[src/design/hisPkg.sv]
package hisPkg;

    // which of the two passes is being built
    // coarse pass bins the whole stamp range
    // fine pass bins only the window picked by the coarse peak
    typedef enum logic {
        phaseCoarse = 1'b0,
        phaseFine   = 1'b1
    } hisPhaseT;

    // accumulator controller states
    typedef enum logic [1:0] {
        // counting accepted strobes
        stCollect = 2'd0,
        // peak finder walking the bins
        stScan    = 2'd1,
        // result offered, input ignored
        stHold    = 2'd2
    } accStateT;

endpackage

[src/design/binMapper.sv]
`timescale 1ns/1ps

module binMapper import hisPkg::*; #(
    parameter int stampWidth = 10,
    parameter int binBits    = 3
) (
    input  hisPhaseT             phase,
    input  logic [binBits-1:0]   windowBase,
    input  logic [stampWidth-1:0] roughData,
    input  logic                 wrEn,
    output logic [binBits-1:0]   binAddr,
    output logic                 binValid
);

    // bits left below the fine bin field
    localparam int fineShift = stampWidth - 2 * binBits;

    logic [binBits-1:0] coarseField;
    logic [binBits-1:0] fineField;
    logic               inWindow;

    // top bits pick the coarse bin
    assign coarseField = roughData[stampWidth-1 -: binBits];

    // next field down picks the fine bin inside the window
    assign fineField = roughData[fineShift +: binBits];

    // stamp falls in the window when its coarse bin is the coarse peak
    assign inWindow = (coarseField == windowBase);

    always_comb begin
        if (phase == phaseCoarse) begin
            // every strobe counts in the coarse pass
            binAddr  = coarseField;
            binValid = wrEn;
        end else begin
            // out-of-window stamps are rejected here
            // the accumulator still counts the strobe toward acqLength
            binAddr  = fineField;
            binValid = wrEn & inWindow;
        end
    end

endmodule

[src/design/hisAccumulator.sv]
`timescale 1ns/1ps

module hisAccumulator import hisPkg::*; #(
    parameter int binBits    = 3,
    parameter int countWidth = 8,
    parameter int acqLength  = 16
) (
    input  logic                  clk,
    input  logic                  rstN,
    input  logic                  binValid,
    input  logic [binBits-1:0]    binAddr,
    input  logic                  wrEn,
    input  logic [binBits-1:0]    scanAddr,
    input  logic                  peakDone,
    input  logic                  resDone,
    output hisPhaseT              phase,
    output logic                  scanStart,
    output logic [countWidth-1:0] scanCount,
    output logic                  busy
);

    localparam int numBins     = 2 ** binBits;
    localparam int acceptWidth = $clog2(acqLength + 1);

    localparam logic [acceptWidth-1:0] lastAccept = acceptWidth'(acqLength - 1);
    // saturation level of a bin
    localparam logic [countWidth-1:0]  countMax   = '1;

    accStateT               state;
    logic [acceptWidth-1:0] acceptCnt;
    logic [countWidth-1:0]  binCount [numBins];

    logic accept;
    logic lastStrobe;

    // strobes only count while collecting
    assign accept     = (state == stCollect) && wrEn;
    assign lastStrobe = accept && (acceptCnt == lastAccept);

    // anything but collecting means stamps are dropped
    assign busy = (state != stCollect);

    // read port for the peak finder
    assign scanCount = binCount[scanAddr];

    // controller
    always_ff @(posedge clk or negedge rstN) begin
        if (!rstN) begin
            state     <= stCollect;
            phase     <= phaseCoarse;
            scanStart <= 1'b0;
        end else begin
            scanStart <= 1'b0;
            case (state)
                stCollect: begin
                    // last strobe of the pass kicks off the scan
                    if (lastStrobe) begin
                        state     <= stScan;
                        scanStart <= 1'b1;
                    end
                end
                stScan: begin
                    if (peakDone) begin
                        if (phase == phaseCoarse) begin
                            // window is latched on this edge, go straight to fine pass
                            state <= stCollect;
                            phase <= phaseFine;
                        end else begin
                            state <= stHold;
                        end
                    end
                end
                stHold: begin
                    // wait for the four-phase result exchange to close
                    if (resDone) begin
                        state <= stCollect;
                        phase <= phaseCoarse;
                    end
                end
                default: begin
                    state <= stCollect;
                end
            endcase
        end
    end

    // accepted strobes per pass, in or out of the window
    always_ff @(posedge clk or negedge rstN) begin
        if (!rstN) begin
            acceptCnt <= '0;
        end else if (lastStrobe) begin
            acceptCnt <= '0;
        end else if (accept) begin
            acceptCnt <= acceptCnt + 1'b1;
        end
    end

    // bin counters
    always_ff @(posedge clk or negedge rstN) begin
        if (!rstN) begin
            for (int i = 0; i < numBins; i++) begin
                binCount[i] <= '0;
            end
        end else if (accept && binValid) begin
            // hold at the maximum instead of wrapping
            if (binCount[binAddr] != countMax) begin
                binCount[binAddr] <= binCount[binAddr] + 1'b1;
            end
        end else if (state == stScan && !scanStart) begin
            // read and clear, next pass starts empty
            // skip the scanStart cycle, scanAddr is stale there
            binCount[scanAddr] <= '0;
        end
    end

endmodule

[src/design/hisBuilder.sv]
`timescale 1ns/1ps

module hisBuilder import hisPkg::*; #(
    parameter int stampWidth = 10,
    parameter int binBits    = 3,
    parameter int countWidth = 8,
    parameter int acqLength  = 16
) (
    input  logic                  clk,
    input  logic                  rstN,
    input  logic                  wrEn,
    input  logic [stampWidth-1:0] roughData,
    output logic [binBits-1:0]    peakCoarse,
    output logic [binBits-1:0]    peakFine,
    output logic [stampWidth-1:0] peakStamp,
    output logic                  resReq,
    input  logic                  resAck,
    output logic                  busy
);

    // mapper to accumulator
    logic [binBits-1:0]    binAddr;
    logic                  binValid;
    // pass select from the accumulator
    hisPhaseT              phase;
    // scan port
    logic                  scanStart;
    logic [countWidth-1:0] scanCount;
    logic [binBits-1:0]    scanAddr;
    logic                  peakDone;
    logic [binBits-1:0]    peakBin;
    // window stage back to mapper and controller
    logic [binBits-1:0]    windowBase;
    logic                  resDone;

    binMapper #(
        .stampWidth (stampWidth),
        .binBits    (binBits)
    ) i_binMapper (
        .phase      (phase),
        .windowBase (windowBase),
        .roughData  (roughData),
        .wrEn       (wrEn),
        .binAddr    (binAddr),
        .binValid   (binValid)
    );

    hisAccumulator #(
        .binBits    (binBits),
        .countWidth (countWidth),
        .acqLength  (acqLength)
    ) i_hisAccumulator (
        .clk       (clk),
        .rstN      (rstN),
        .binValid  (binValid),
        .binAddr   (binAddr),
        .wrEn      (wrEn),
        .scanAddr  (scanAddr),
        .peakDone  (peakDone),
        .resDone   (resDone),
        .phase     (phase),
        .scanStart (scanStart),
        .scanCount (scanCount),
        .busy      (busy)
    );

    peakFinder #(
        .binBits    (binBits),
        .countWidth (countWidth)
    ) i_peakFinder (
        .clk       (clk),
        .rstN      (rstN),
        .scanStart (scanStart),
        .scanCount (scanCount),
        .scanAddr  (scanAddr),
        .peakBin   (peakBin),
        .peakDone  (peakDone)
    );

    windowCalc #(
        .stampWidth (stampWidth),
        .binBits    (binBits)
    ) i_windowCalc (
        .clk        (clk),
        .rstN       (rstN),
        .phase      (phase),
        .peakDone   (peakDone),
        .peakBin    (peakBin),
        .resAck     (resAck),
        .windowBase (windowBase),
        .peakCoarse (peakCoarse),
        .peakFine   (peakFine),
        .peakStamp  (peakStamp),
        .resReq     (resReq),
        .resDone    (resDone)
    );

endmodule

[src/design/peakFinder.sv]
`timescale 1ns/1ps

module peakFinder #(
    parameter int binBits    = 3,
    parameter int countWidth = 8
) (
    input  logic                  clk,
    input  logic                  rstN,
    input  logic                  scanStart,
    input  logic [countWidth-1:0] scanCount,
    output logic [binBits-1:0]    scanAddr,
    output logic [binBits-1:0]    peakBin,
    output logic                  peakDone
);

    localparam logic [binBits-1:0] lastBin = '1;

    logic                  scanActive;
    logic [countWidth-1:0] maxCount;
    logic [binBits-1:0]    bestAddr;

    // best address is final by the time peakDone is high
    assign peakBin = bestAddr;

    always_ff @(posedge clk or negedge rstN) begin
        if (!rstN) begin
            scanActive <= 1'b0;
            scanAddr   <= '0;
            maxCount   <= '0;
            bestAddr   <= '0;
            peakDone   <= 1'b0;
        end else begin
            peakDone <= 1'b0;
            if (scanStart) begin
                // fresh scan from bin 0
                // an all-zero histogram ends up reporting bin 0
                scanActive <= 1'b1;
                scanAddr   <= '0;
                maxCount   <= '0;
                bestAddr   <= '0;
            end else if (scanActive) begin
                // strictly greater only, so ties stay with the lower bin
                if (scanCount > maxCount) begin
                    maxCount <= scanCount;
                    bestAddr <= scanAddr;
                end
                if (scanAddr == lastBin) begin
                    // one bin per cycle, done after the last one
                    scanActive <= 1'b0;
                    peakDone   <= 1'b1;
                end else begin
                    scanAddr <= scanAddr + 1'b1;
                end
            end
        end
    end

endmodule

[src/design/windowCalc.sv]
`timescale 1ns/1ps

module windowCalc import hisPkg::*; #(
    parameter int stampWidth = 10,
    parameter int binBits    = 3
) (
    input  logic                  clk,
    input  logic                  rstN,
    input  hisPhaseT              phase,
    input  logic                  peakDone,
    input  logic [binBits-1:0]    peakBin,
    input  logic                  resAck,
    output logic [binBits-1:0]    windowBase,
    output logic [binBits-1:0]    peakCoarse,
    output logic [binBits-1:0]    peakFine,
    output logic [stampWidth-1:0] peakStamp,
    output logic                  resReq,
    output logic                  resDone
);

    localparam int fineShift = stampWidth - 2 * binBits;
    // middle of a fine bin in stamp units
    localparam logic [stampWidth-1:0] binCentre = stampWidth'((1 << fineShift) >> 1);

    // result port sequencing
    typedef enum logic [1:0] {
        rsIdle    = 2'd0,
        rsReq     = 2'd1,
        rsRelease = 2'd2
    } resStateT;

    resStateT           resState;
    logic [binBits-1:0] coarseBin;
    logic [binBits-1:0] fineBin;

    // coarse peak is both the window and the reported coarse result
    assign windowBase = coarseBin;
    assign peakCoarse = coarseBin;
    assign peakFine   = fineBin;

    // coarse bin on top, fine bin below it, centre offset in the low bits
    assign peakStamp = (stampWidth'(coarseBin) << (stampWidth - binBits))
                     | (stampWidth'(fineBin) << fineShift)
                     | binCentre;

    assign resReq  = (resState == rsReq);
    // ack back low closes the exchange
    assign resDone = (resState == rsRelease) && !resAck;

    // peak latches
    always_ff @(posedge clk or negedge rstN) begin
        if (!rstN) begin
            coarseBin <= '0;
            fineBin   <= '0;
        end else if (peakDone) begin
            if (phase == phaseCoarse) begin
                coarseBin <= peakBin;
            end else begin
                fineBin <= peakBin;
            end
        end
    end

    // four-phase req/ack
    always_ff @(posedge clk or negedge rstN) begin
        if (!rstN) begin
            resState <= rsIdle;
        end else begin
            case (resState)
                rsIdle: begin
                    // result valid once the fine peak is in
                    if (peakDone && phase == phaseFine) begin
                        resState <= rsReq;
                    end
                end
                rsReq: begin
                    // data held stable until ack seen
                    if (resAck) begin
                        resState <= rsRelease;
                    end
                end
                rsRelease: begin
                    if (!resAck) begin
                        resState <= rsIdle;
                    end
                end
                default: begin
                    resState <= rsIdle;
                end
            endcase
        end
    end

endmodule

[config.mk]
export PLATFORM = sky130hd
export DESIGN_NAME = hisBuilder
export DESIGN_NICKNAME = d
export VERILOG_FILES = /design/src/design/hisPkg.sv /design/src/design/binMapper.sv /design/src/design/hisAccumulator.sv /design/src/design/hisBuilder.sv /design/src/design/peakFinder.sv /design/src/design/windowCalc.sv
export SDC_FILE = /design/constraint.sdc
export NUM_CORES = 1
export LEC_CHECK = 0
export BUFFER_PORTS_ARGS = -buffer_cell sky130_fd_sc_hd__buf_2
export CAP_MARGIN = 20
export CORE_MARGIN = 10
export CORE_UTILIZATION = 61
export CTS_CLUSTER_DIAMETER = 30
export DETAILED_ROUTE_END_ITERATION = 8
export PLACE_DENSITY = 0.8
export SYNTH_ARGS = -nofsm -noshare
export SYNTH_HDL_FRONTEND = slang
export SYNTH_SLANG_ARGS = --single-unit
[constraint.sdc]
create_clock -name clk -period 3.8 [get_ports clk]
set_input_delay 0 -clock clk [delete_from_list [all_inputs] [get_ports clk]]
set_output_delay 0 -clock clk [all_outputs]
set_load 0.05 [all_outputs]
; ---- Word level (Yosys, flattened, before mapping)
; Index checks and enable logic that the tools add are counted.
[classes]
addsub = 3
n_lt_le_gt_ge = 5
eq_ne = 16
muxes = 47
bitwise_logic = 7
reduce_logical = 26
[op_table]
columns = cell, count
row1 = 64-bit 2-to-1 mux, 3
row2 = 8-bit 2-to-1 mux, 9
row3 = 64-bit AND, 1
row4 = 64-bit bitwise mux, 1
row5 = 64-bit inverter, 1
row6 = 8-bit binary-select mux with 3-bit select, 2
row7 = 8-bit demux with 3-bit select, 2
row8 = 3-bit 2-to-1 mux, 7
row9 = 2-bit 2-to-1 mux, 7
row10 = 2-bit case mux with 3 select lines, 2
row11 = 2-bit nonzero test, 6
row12 = 1-bit 2-to-1 mux, 11
row13 = 5-bit 2-to-1 mux, 2
row14 = 2-bit by 1-bit inequality test with 1-bit output (second input constant), 5
row15 = 10-bit by 7-bit bitwise OR with 10-bit output, 1
row16 = 2-bit AND reduction, 5
row17 = 3-bit AND reduction, 3
row18 = 8-bit by 1-bit adder with 8-bit output (second input constant), 1
row19 = 4-bit greater-or-equal comparator (second input constant), 2
row20 = 8-bit greater-than comparator, 1
row21 = 1-bit logical AND, 8
row22 = 4-bit by 1-bit less-than comparator with 1-bit output (second input constant), 2
row23 = 8-bit inequality test (second input constant), 1
row24 = 3-bit inverter with 4-bit output, 2
row25 = other kinds (13), 19
[totals]
ff_bits = 97
input_bits = 14
out_inout_bits = 18
wordCells = 124

; ---- Depth between registers and ports, before layout
[logic_depth]
ltp_word = 9
ltp_mapped = 17

; ---- Hierarchy
; From an unflattened synthesis, not the netlist that was laid out.
[unflattened]
hier_cells = 533
area_unflattened_um2 = 5888.1
[modules_own_cells]
columns = module, n_inst, cells_per_inst, area_each_um2, seq_area_each_um2
row1 = hisAccumulator, 1, 392, 4405.5, 1826.8
row2 = peakFinder, 1, 95, 962.2, 400.4
row3 = windowCalc, 1, 38, 444.2, 200.2
row4 = binMapper, 1, 8, 76.3, 0.0

; ---- Worst setup path before layout
; OpenSTA, ideal clock, no wires.
[synth_path]
kind = register to register
from = register i_peakFinder.scanAddr[2]
to = register i_peakFinder.maxCount[1]
setup_ns = 0.132
arrival_time_ns = 3.340
required_time_ns = 3.668
slack_ns = 0.328
stages_incl_launch_ff = 17
synth_period_minus_slack_ns = 3.472
cell_sequence = dfrtp_1 > clkbuf_1 > clkbuf_1 > clkbuf_1 > nor2_1 > a32oi_1 > o211ai_1 > ha_1 > nor2b_1 > o21ai_0 > nand2b_1 > a21oi_1 > o21ai_0 > o211a_1 > buf_1 > mux2i_1 > nor2_1
[synth_via]
elab_chain_len = 7
[synth_rtl]
columns = item, line
row1 = "start, declared", peakFinder.sv:11  ; output logic [binBits-1:0] scanAddr,
row2 = "start signal, assigned", peakFinder.sv:52  ; scanAddr <= scanAddr + 1'b1;
row3 = 3-bit inverter with 4-bit output (not written as such) *, hisAccumulator.sv:44  ; assign scanCount = binCount[scanAddr];
row4 = 8-bit binary-select mux with 3-bit select *, hisAccumulator.sv:44
row5 = 8-bit 2-to-1 mux (not written as such) * (2 in series), hisAccumulator.sv:44
row6 = 8-bit greater-than comparator or 8-bit 2-to-1 mux (tied branches), peakFinder.sv:43  ; if (scanCount > maxCount) begin
row7 = 2-bit nonzero test (no line) or 8-bit 2-to-1 mux (tied branches), --
row8 = 2-bit AND reduction (no line) or 8-bit 2-to-1 mux (tied branches), --
row9 = "end signal, assigned", peakFinder.sv:44  ; maxCount <= scanCount;
row10 = "end, declared", peakFinder.sv:19  ; logic [countWidth-1:0] maxCount;
; Every way passes the cells marked *; elsewhere a longest branch is shown, timed or not. The select of a mux whose other input is x is not followed.
; A chain may end at the register's enable or synchronous reset.

; ---- Worst setup path after layout
[layout_path]
from = register i_hisAccumulator.phase
to = register i_hisAccumulator.binCount[42] in the netlist's numbering
[layout_via]
elab_chain_len = 9
[layout_rtl]
columns = item, line
row1 = "start, declared", hisAccumulator.sv:16  ; output hisPhaseT phase,
row2 = "start signal, assigned", hisAccumulator.sv:50  ; phase <= phaseCoarse;
row3 = "start signal, assigned", hisAccumulator.sv:67  ; phase <= phaseFine;
row4 = "start signal, assigned", hisAccumulator.sv:77  ; phase <= phaseCoarse;
row5 = 3-bit 2-to-1 mux, binMapper.sv:32  ; if (phase == phaseCoarse) begin
row6 = 3-bit inverter with 4-bit output (not written as such), "hisAccumulator.sv:106, hisAccumulator.sv:107"
row7 = 8-bit binary-select mux with 3-bit select (tied with other cells), "hisAccumulator.sv:106, hisAccumulator.sv:107"
row8 = 8-bit 2-to-1 mux (not written as such) or 1-bit logical AND (tied branches), "hisAccumulator.sv:106, hisAccumulator.sv:107"
row9 = "8-bit 2-to-1 mux, on equally long branches", "hisAccumulator.sv:106, hisAccumulator.sv:107"
row10 = 8-bit by 1-bit adder with 8-bit output or 8-bit demux with 3-bit select (tied branches), hisAccumulator.sv:107  ; binCount[binAddr] <= binCount[binAddr] + 1'b1;
row11 = 64-bit bitwise mux, hisAccumulator.sv:107
row12 = 64-bit 2-to-1 mux, hisAccumulator.sv:106  ; if (binCount[binAddr] != countMax) begin
row13 = 64-bit 2-to-1 mux, hisAccumulator.sv:104  ; end else if (accept && binValid) begin
row14 = "end signal, assigned by index", hisAccumulator.sv:107
row15 = "end, declared", hisAccumulator.sv:31  ; logic [countWidth-1:0] binCount [numBins];
; Parallel ways exist; a longest one is shown, timed or not. The select of a mux whose other input is x is not followed.

==> impl_metrics.csv <==
group,metric,value,unit
die,placement_rows,34,
logic_synthesis,avgSynthCellArea,10.5,um^2
logic_synthesis,synth_largest_type_area_fraction,44.3,%
critical_path,critical_path.max_stage_delay,710,ps
timing,timing.hold.ws,259,ps
critical_path,worstSetupEndpointType,"flop",
timing,clock-skew-final,16.6,ps
die,die-area,0.0132,mm^2
logic_synthesis,synthTopCellsByArea,"sky130_fd_sc_hd__dfrtp_1, sky130_fd_sc_hd__o2bb2ai_1, sky130_fd_sc_hd__mux2i_1",
route,drt_iter0_drc,509,
grt,first_global_vias,4546,
clock_tree,tritoncts.num_buffers,9,
timing,finalCriticalPeriod,3480,ps
cells_and_area,finish.instance_area,0.00589,mm^2
place,place.gp.congestion,0.970,
critical_path,crit_required,4010,ps
cells_and_area,drive_gt1_share,18.9,%
critical_path,timing_worst_setup_path_type,"reg -> reg",
logic_synthesis,synthMostInstantiatedCell,"sky130_fd_sc_hd__dfrtp_1",
critical_path,critical_path.startpoint_type,"flop",
pwr,ir_worst_vdd,0.000427,V
logic_synthesis,synth.cell_area,0.00548,mm^2
place,post_place_instance_area,0.00568,mm^2
die,floorplan.initialDensity,62.8,%
logic_synthesis,synth_xor_xnor_area_share,2.19,%
route,routed_wire_length_per_instance,23.5,um
logic_synthesis,synth_cell_type_count,64,
outcome,outcome,"completed",
logic_synthesis,synth_top_cells_by_count,"sky130_fd_sc_hd__dfrtp_1, sky130_fd_sc_hd__nand2_1, sky130_fd_sc_hd__o2bb2ai_1",
critical_path,worstPathMaxFanout,11,
logic_synthesis,synthAdderAreaFrac,2.74,%
run,count_of_maximum_capacitance_violations,0,
timing,timing.final.max_slew_violations,0,
logic_synthesis,synth_edf_count,0,
route,wl,15.6,mm
die,die_h,115,um
critical_path,worstSetupStartpoint,"i_hisAccumulator.phase$_DFFE_PN0P_",
critical_path,rr_startpoint,"i_hisAccumulator.phase$_DFFE_PN0P_",
timing,fmax,0.288,GHz
critical_path,timing.critical_path.slowest_stage_cell,"sky130_fd_sc_hd__dfrtp_1",
cells_and_area,final_nets,576,
pwr,powerDensity,754,mW/mm^2
logic_synthesis,synth.area.mux_share,11.4,%
clock_tree,number_of_clock_sinks,97,
clock_tree,clk-insertion-delay-late,370,ps
logic_synthesis,ys_seq_area_share,44.3,%
route,drt_first_pass_iters,6,
pwr,seqPwrFrac,40.6,%
logic_synthesis,synth-main-ff-cell,"sky130_fd_sc_hd__dfrtp_1",
timing,report.final.hold_viol_count,0,
pwr,p_sw_share,43.3,%
logic_synthesis,synth_warnings,0,
cells_and_area,n_fill_cell,670,
timing,finalSetupTns,0,ps
grt,grt_pass1_wl,24.6,mm
timing,worst_slew_pin_slew,807,ps
logic_synthesis,area_fraction_in_compound_gates_after_synthesis,20.7,%
cells_and_area,finalCoreUtilization,67.5,%
clock_tree,clk_transition_reported_paths,100,ps
logic_synthesis,yosys.area.top_type,"sky130_fd_sc_hd__dfrtp_1",
route,antenna_left,0,
critical_path,cp_cell_sequence,"mux2_4 -> mux4_2 -> o21ai_2 -> inv_1 -> ha_1 -> inv_1 -> nor3_4 -> nand4_2 -> and2_1 -> o22ai_1",
pwr,clock_power_share,14.2,%
timing,rsz0062_at_grt,"no",
clock_tree,root_buffer,"sky130_fd_sc_hd__clkbuf_8",
logic_synthesis,synthCells,523,
grt,grt_antenna_before_repair,0,
pwr,p_switching,1920,uW
logic_synthesis,synth_simple_gate_area_share,13.1,%
clock_tree,cts.path.max_buffers,2,
cells_and_area,antenna_cells,0,
place,final_hpwl_dp,10.8,mm
die,boundaryPins,32,
critical_path,cp_common_cell,"sky130_fd_sc_hd__inv_1",
die,coreArea,0.00872,mm^2
grt,grt_start_max_net_pins,65,
pwr,combinationalPowerShare,45.2,%
logic_synthesis,synth-seq-cells,97,
logic_synthesis,synth_top_family_by_area,"compound AO/OA/AOI/OAI gates",
timing,finalSetupViolCount,0,
cells_and_area,area_growth,7.49,%
pwr,cellInternalPower,2520,uW
grt,grt_overflow_total,0,
die,die-width,115,um
route,vias,4595,
clock_tree,cts_htree_levels,3,
grt,groute.usage.overall,23.9,%
logic_synthesis,asyncSetResetFlopFracSynth,100,%
route,viasPerCell,6.93,
min_path,worstHoldPathType,"in -> async",
timing,final_cycle_share,91.5,%
place,port_buffers,23,
timing,max-slew-margin-rel,46.1,%
route,drcViolationCount,0,
critical_path,timing.critical_path.arrival,3690,ps
pwr,leakage,0.00259,uW
clock_tree,tritoncts,"yes",
## flip-flops by register name, indices dropped and copies added, names as in the netlist
signal                      flops
i_hisAccumulator.acceptCnt      5
i_hisAccumulator.binCount      64
i_hisAccumulator.phase          1
i_hisAccumulator.scanStart      1
i_hisAccumulator.state          2
i_peakFinder.maxCount           8
i_peakFinder.peakBin            3
i_peakFinder.peakDone           1
i_peakFinder.scanActive         1
i_peakFinder.scanAddr           3
i_windowCalc.peakCoarse         3
i_windowCalc.peakFine           3
i_windowCalc.resState           2
## worst paths after layout
kind	to	slack, ps	cells past startpoint
setup / recovery	i_hisAccumulator.binCount[42]$_DFFE_PN0P_	320	10
hold reg to reg	i_windowCalc.resState[0]$_DFFE_PN0P_	450	1
hold / removal	i_peakFinder.maxCount[7]$_DFFE_PN0P_	260	2
max in group asynchronous	i_hisAccumulator.binCount[55]$_DFFE_PN0P_	2590	3
setup reg to reg	i_hisAccumulator.binCount[42]$_DFFE_PN0P_	320	10
min in group clk	i_hisAccumulator.binCount[55]$_DFFE_PN0P_	400	5
## power by group through the flow
| stage | clock network [uW] | registers, uW | logic, uW |
|---|---|---|---|
| after floorplan | 0 | 1650 | 1490 |
| after global placement | 0 | 1780 | 1880 |
| after detailed placement | 0 | 1800 | 1960 |
| after CTS | 636 | 1780 | 1980 |
| after global routing | 674 | 1840 | 2200 |
| final | 630 | 1800 | 2010 |
## layout make-up
| cell class | instances | area (um^2) | area share, % |
|---|---|---|---|
| Clock buffer | 10 | 128 | 2.17 |
| Clock inverter | 6 | 47.5 | 0.807 |
| Inverter | 25 | 93.8 | 1.59 |
| Multi-Input combinational cell | 372 | 2770 | 47.0 |
| Sequential cell | 97 | 2430 | 41.2 |
| Tap cell | 108 | 135 | 2.29 |
| Timing Repair Buffer | 45 | 290 | 4.93 |
## worst max-delay path: cells and delay by family, from the launching register on
kind / cells / cell delay (ps)
adders and majority gates: 1 / 200
muxes: 2 / 940
buffers and inverters: 2 / 230
and+or+nand+nor: 3 / 790
DFF: 1 / 710
AOI/OAI and AO/OA: 2 / 450
## cell usage in the layout (no fill, tap or decap), types with 5 or more instances in the layout
| cell type | Yosys | routed |
|---|---|---|
| sky130_fd_sc_hd__inv_1 | 25 | 25 |
| sky130_fd_sc_hd__a22oi_1 | 7 | 7 |
| sky130_fd_sc_hd__nor3_1 | 8 | 8 |
| sky130_fd_sc_hd__mux2i_1 | 26 | 26 |
| sky130_fd_sc_hd__nor2_1 | 31 | 31 |
| sky130_fd_sc_hd__a21oi_1 | 10 | 10 |
| sky130_fd_sc_hd__mux4_2 | 6 | 6 |
| sky130_fd_sc_hd__buf_2 | 4 | 22 |
| sky130_fd_sc_hd__o21ai_0 | 13 | 13 |
| sky130_fd_sc_hd__nor2b_1 | 6 | 5 |
| sky130_fd_sc_hd__nand4_1 | 6 | 6 |
| sky130_fd_sc_hd__mux2_2 | 10 | 10 |
| sky130_fd_sc_hd__o2bb2ai_1 | 53 | 53 |
| sky130_fd_sc_hd__nand2_2 | 9 | 9 |
| sky130_fd_sc_hd__and2_1 | 6 | 6 |
| sky130_fd_sc_hd__xnor2_1 | 6 | 6 |
| sky130_fd_sc_hd__nand2b_1 | 8 | 8 |
| sky130_fd_sc_hd__clkbuf_8 | 0 | 9 |
| sky130_fd_sc_hd__ha_1 | 12 | 12 |
| sky130_fd_sc_hd__nand3_1 | 9 | 9 |
| sky130_fd_sc_hd__o22ai_1 | 13 | 13 |
| sky130_fd_sc_hd__dfrtp_1 | 97 | 96 |
| sky130_fd_sc_hd__buf_4 | 11 | 20 |
| sky130_fd_sc_hd__a31oi_1 | 5 | 5 |
| sky130_fd_sc_hd__nand2_1 | 57 | 57 |
## cells by family (layout without fill, tap and decap cells)
group | Yosys count | after routing
and+or+nand+nor | 150 | 150
AOI/OAI and AO/OA | 145 | 145
DFF | 97 | 97
buffers and inverters | 56 | 86
muxes | 49 | 49
adders and majority gates | 12 | 12
xor gates and xnor gates | 12 | 12
other | 2 | 4
## layer usage
metal | vias to the layer above | wire length, um | track usage, %
li1 | 1982 | - | -
met1 | 2252 | 6150 | 31.1
met2 | 286 | 7120 | 36.7
met3 | 75 | 1530 | 5.63
met4 | 0 | 776 | 12.3
met5 | - | 0 | 0
## per-stage QoR
step	instances	total power [uW]	setup WS (ps)
finish	663	4440	322
global route	663	4720	96.4
CTS	663	4390	321
detailed placement	644	3750	355
global placement	644	3650	484
floorplan	525	3150	328
## timing repair
item / in CTS / in global routing
hold buffers: 3 / 0
resized for setup: 0 / 3
setup endpoints to repair: 0 / 11
setup buffers: 0 / 0
hold endpoints to repair: 67 / 0
(Power assumes the default switching activity.)
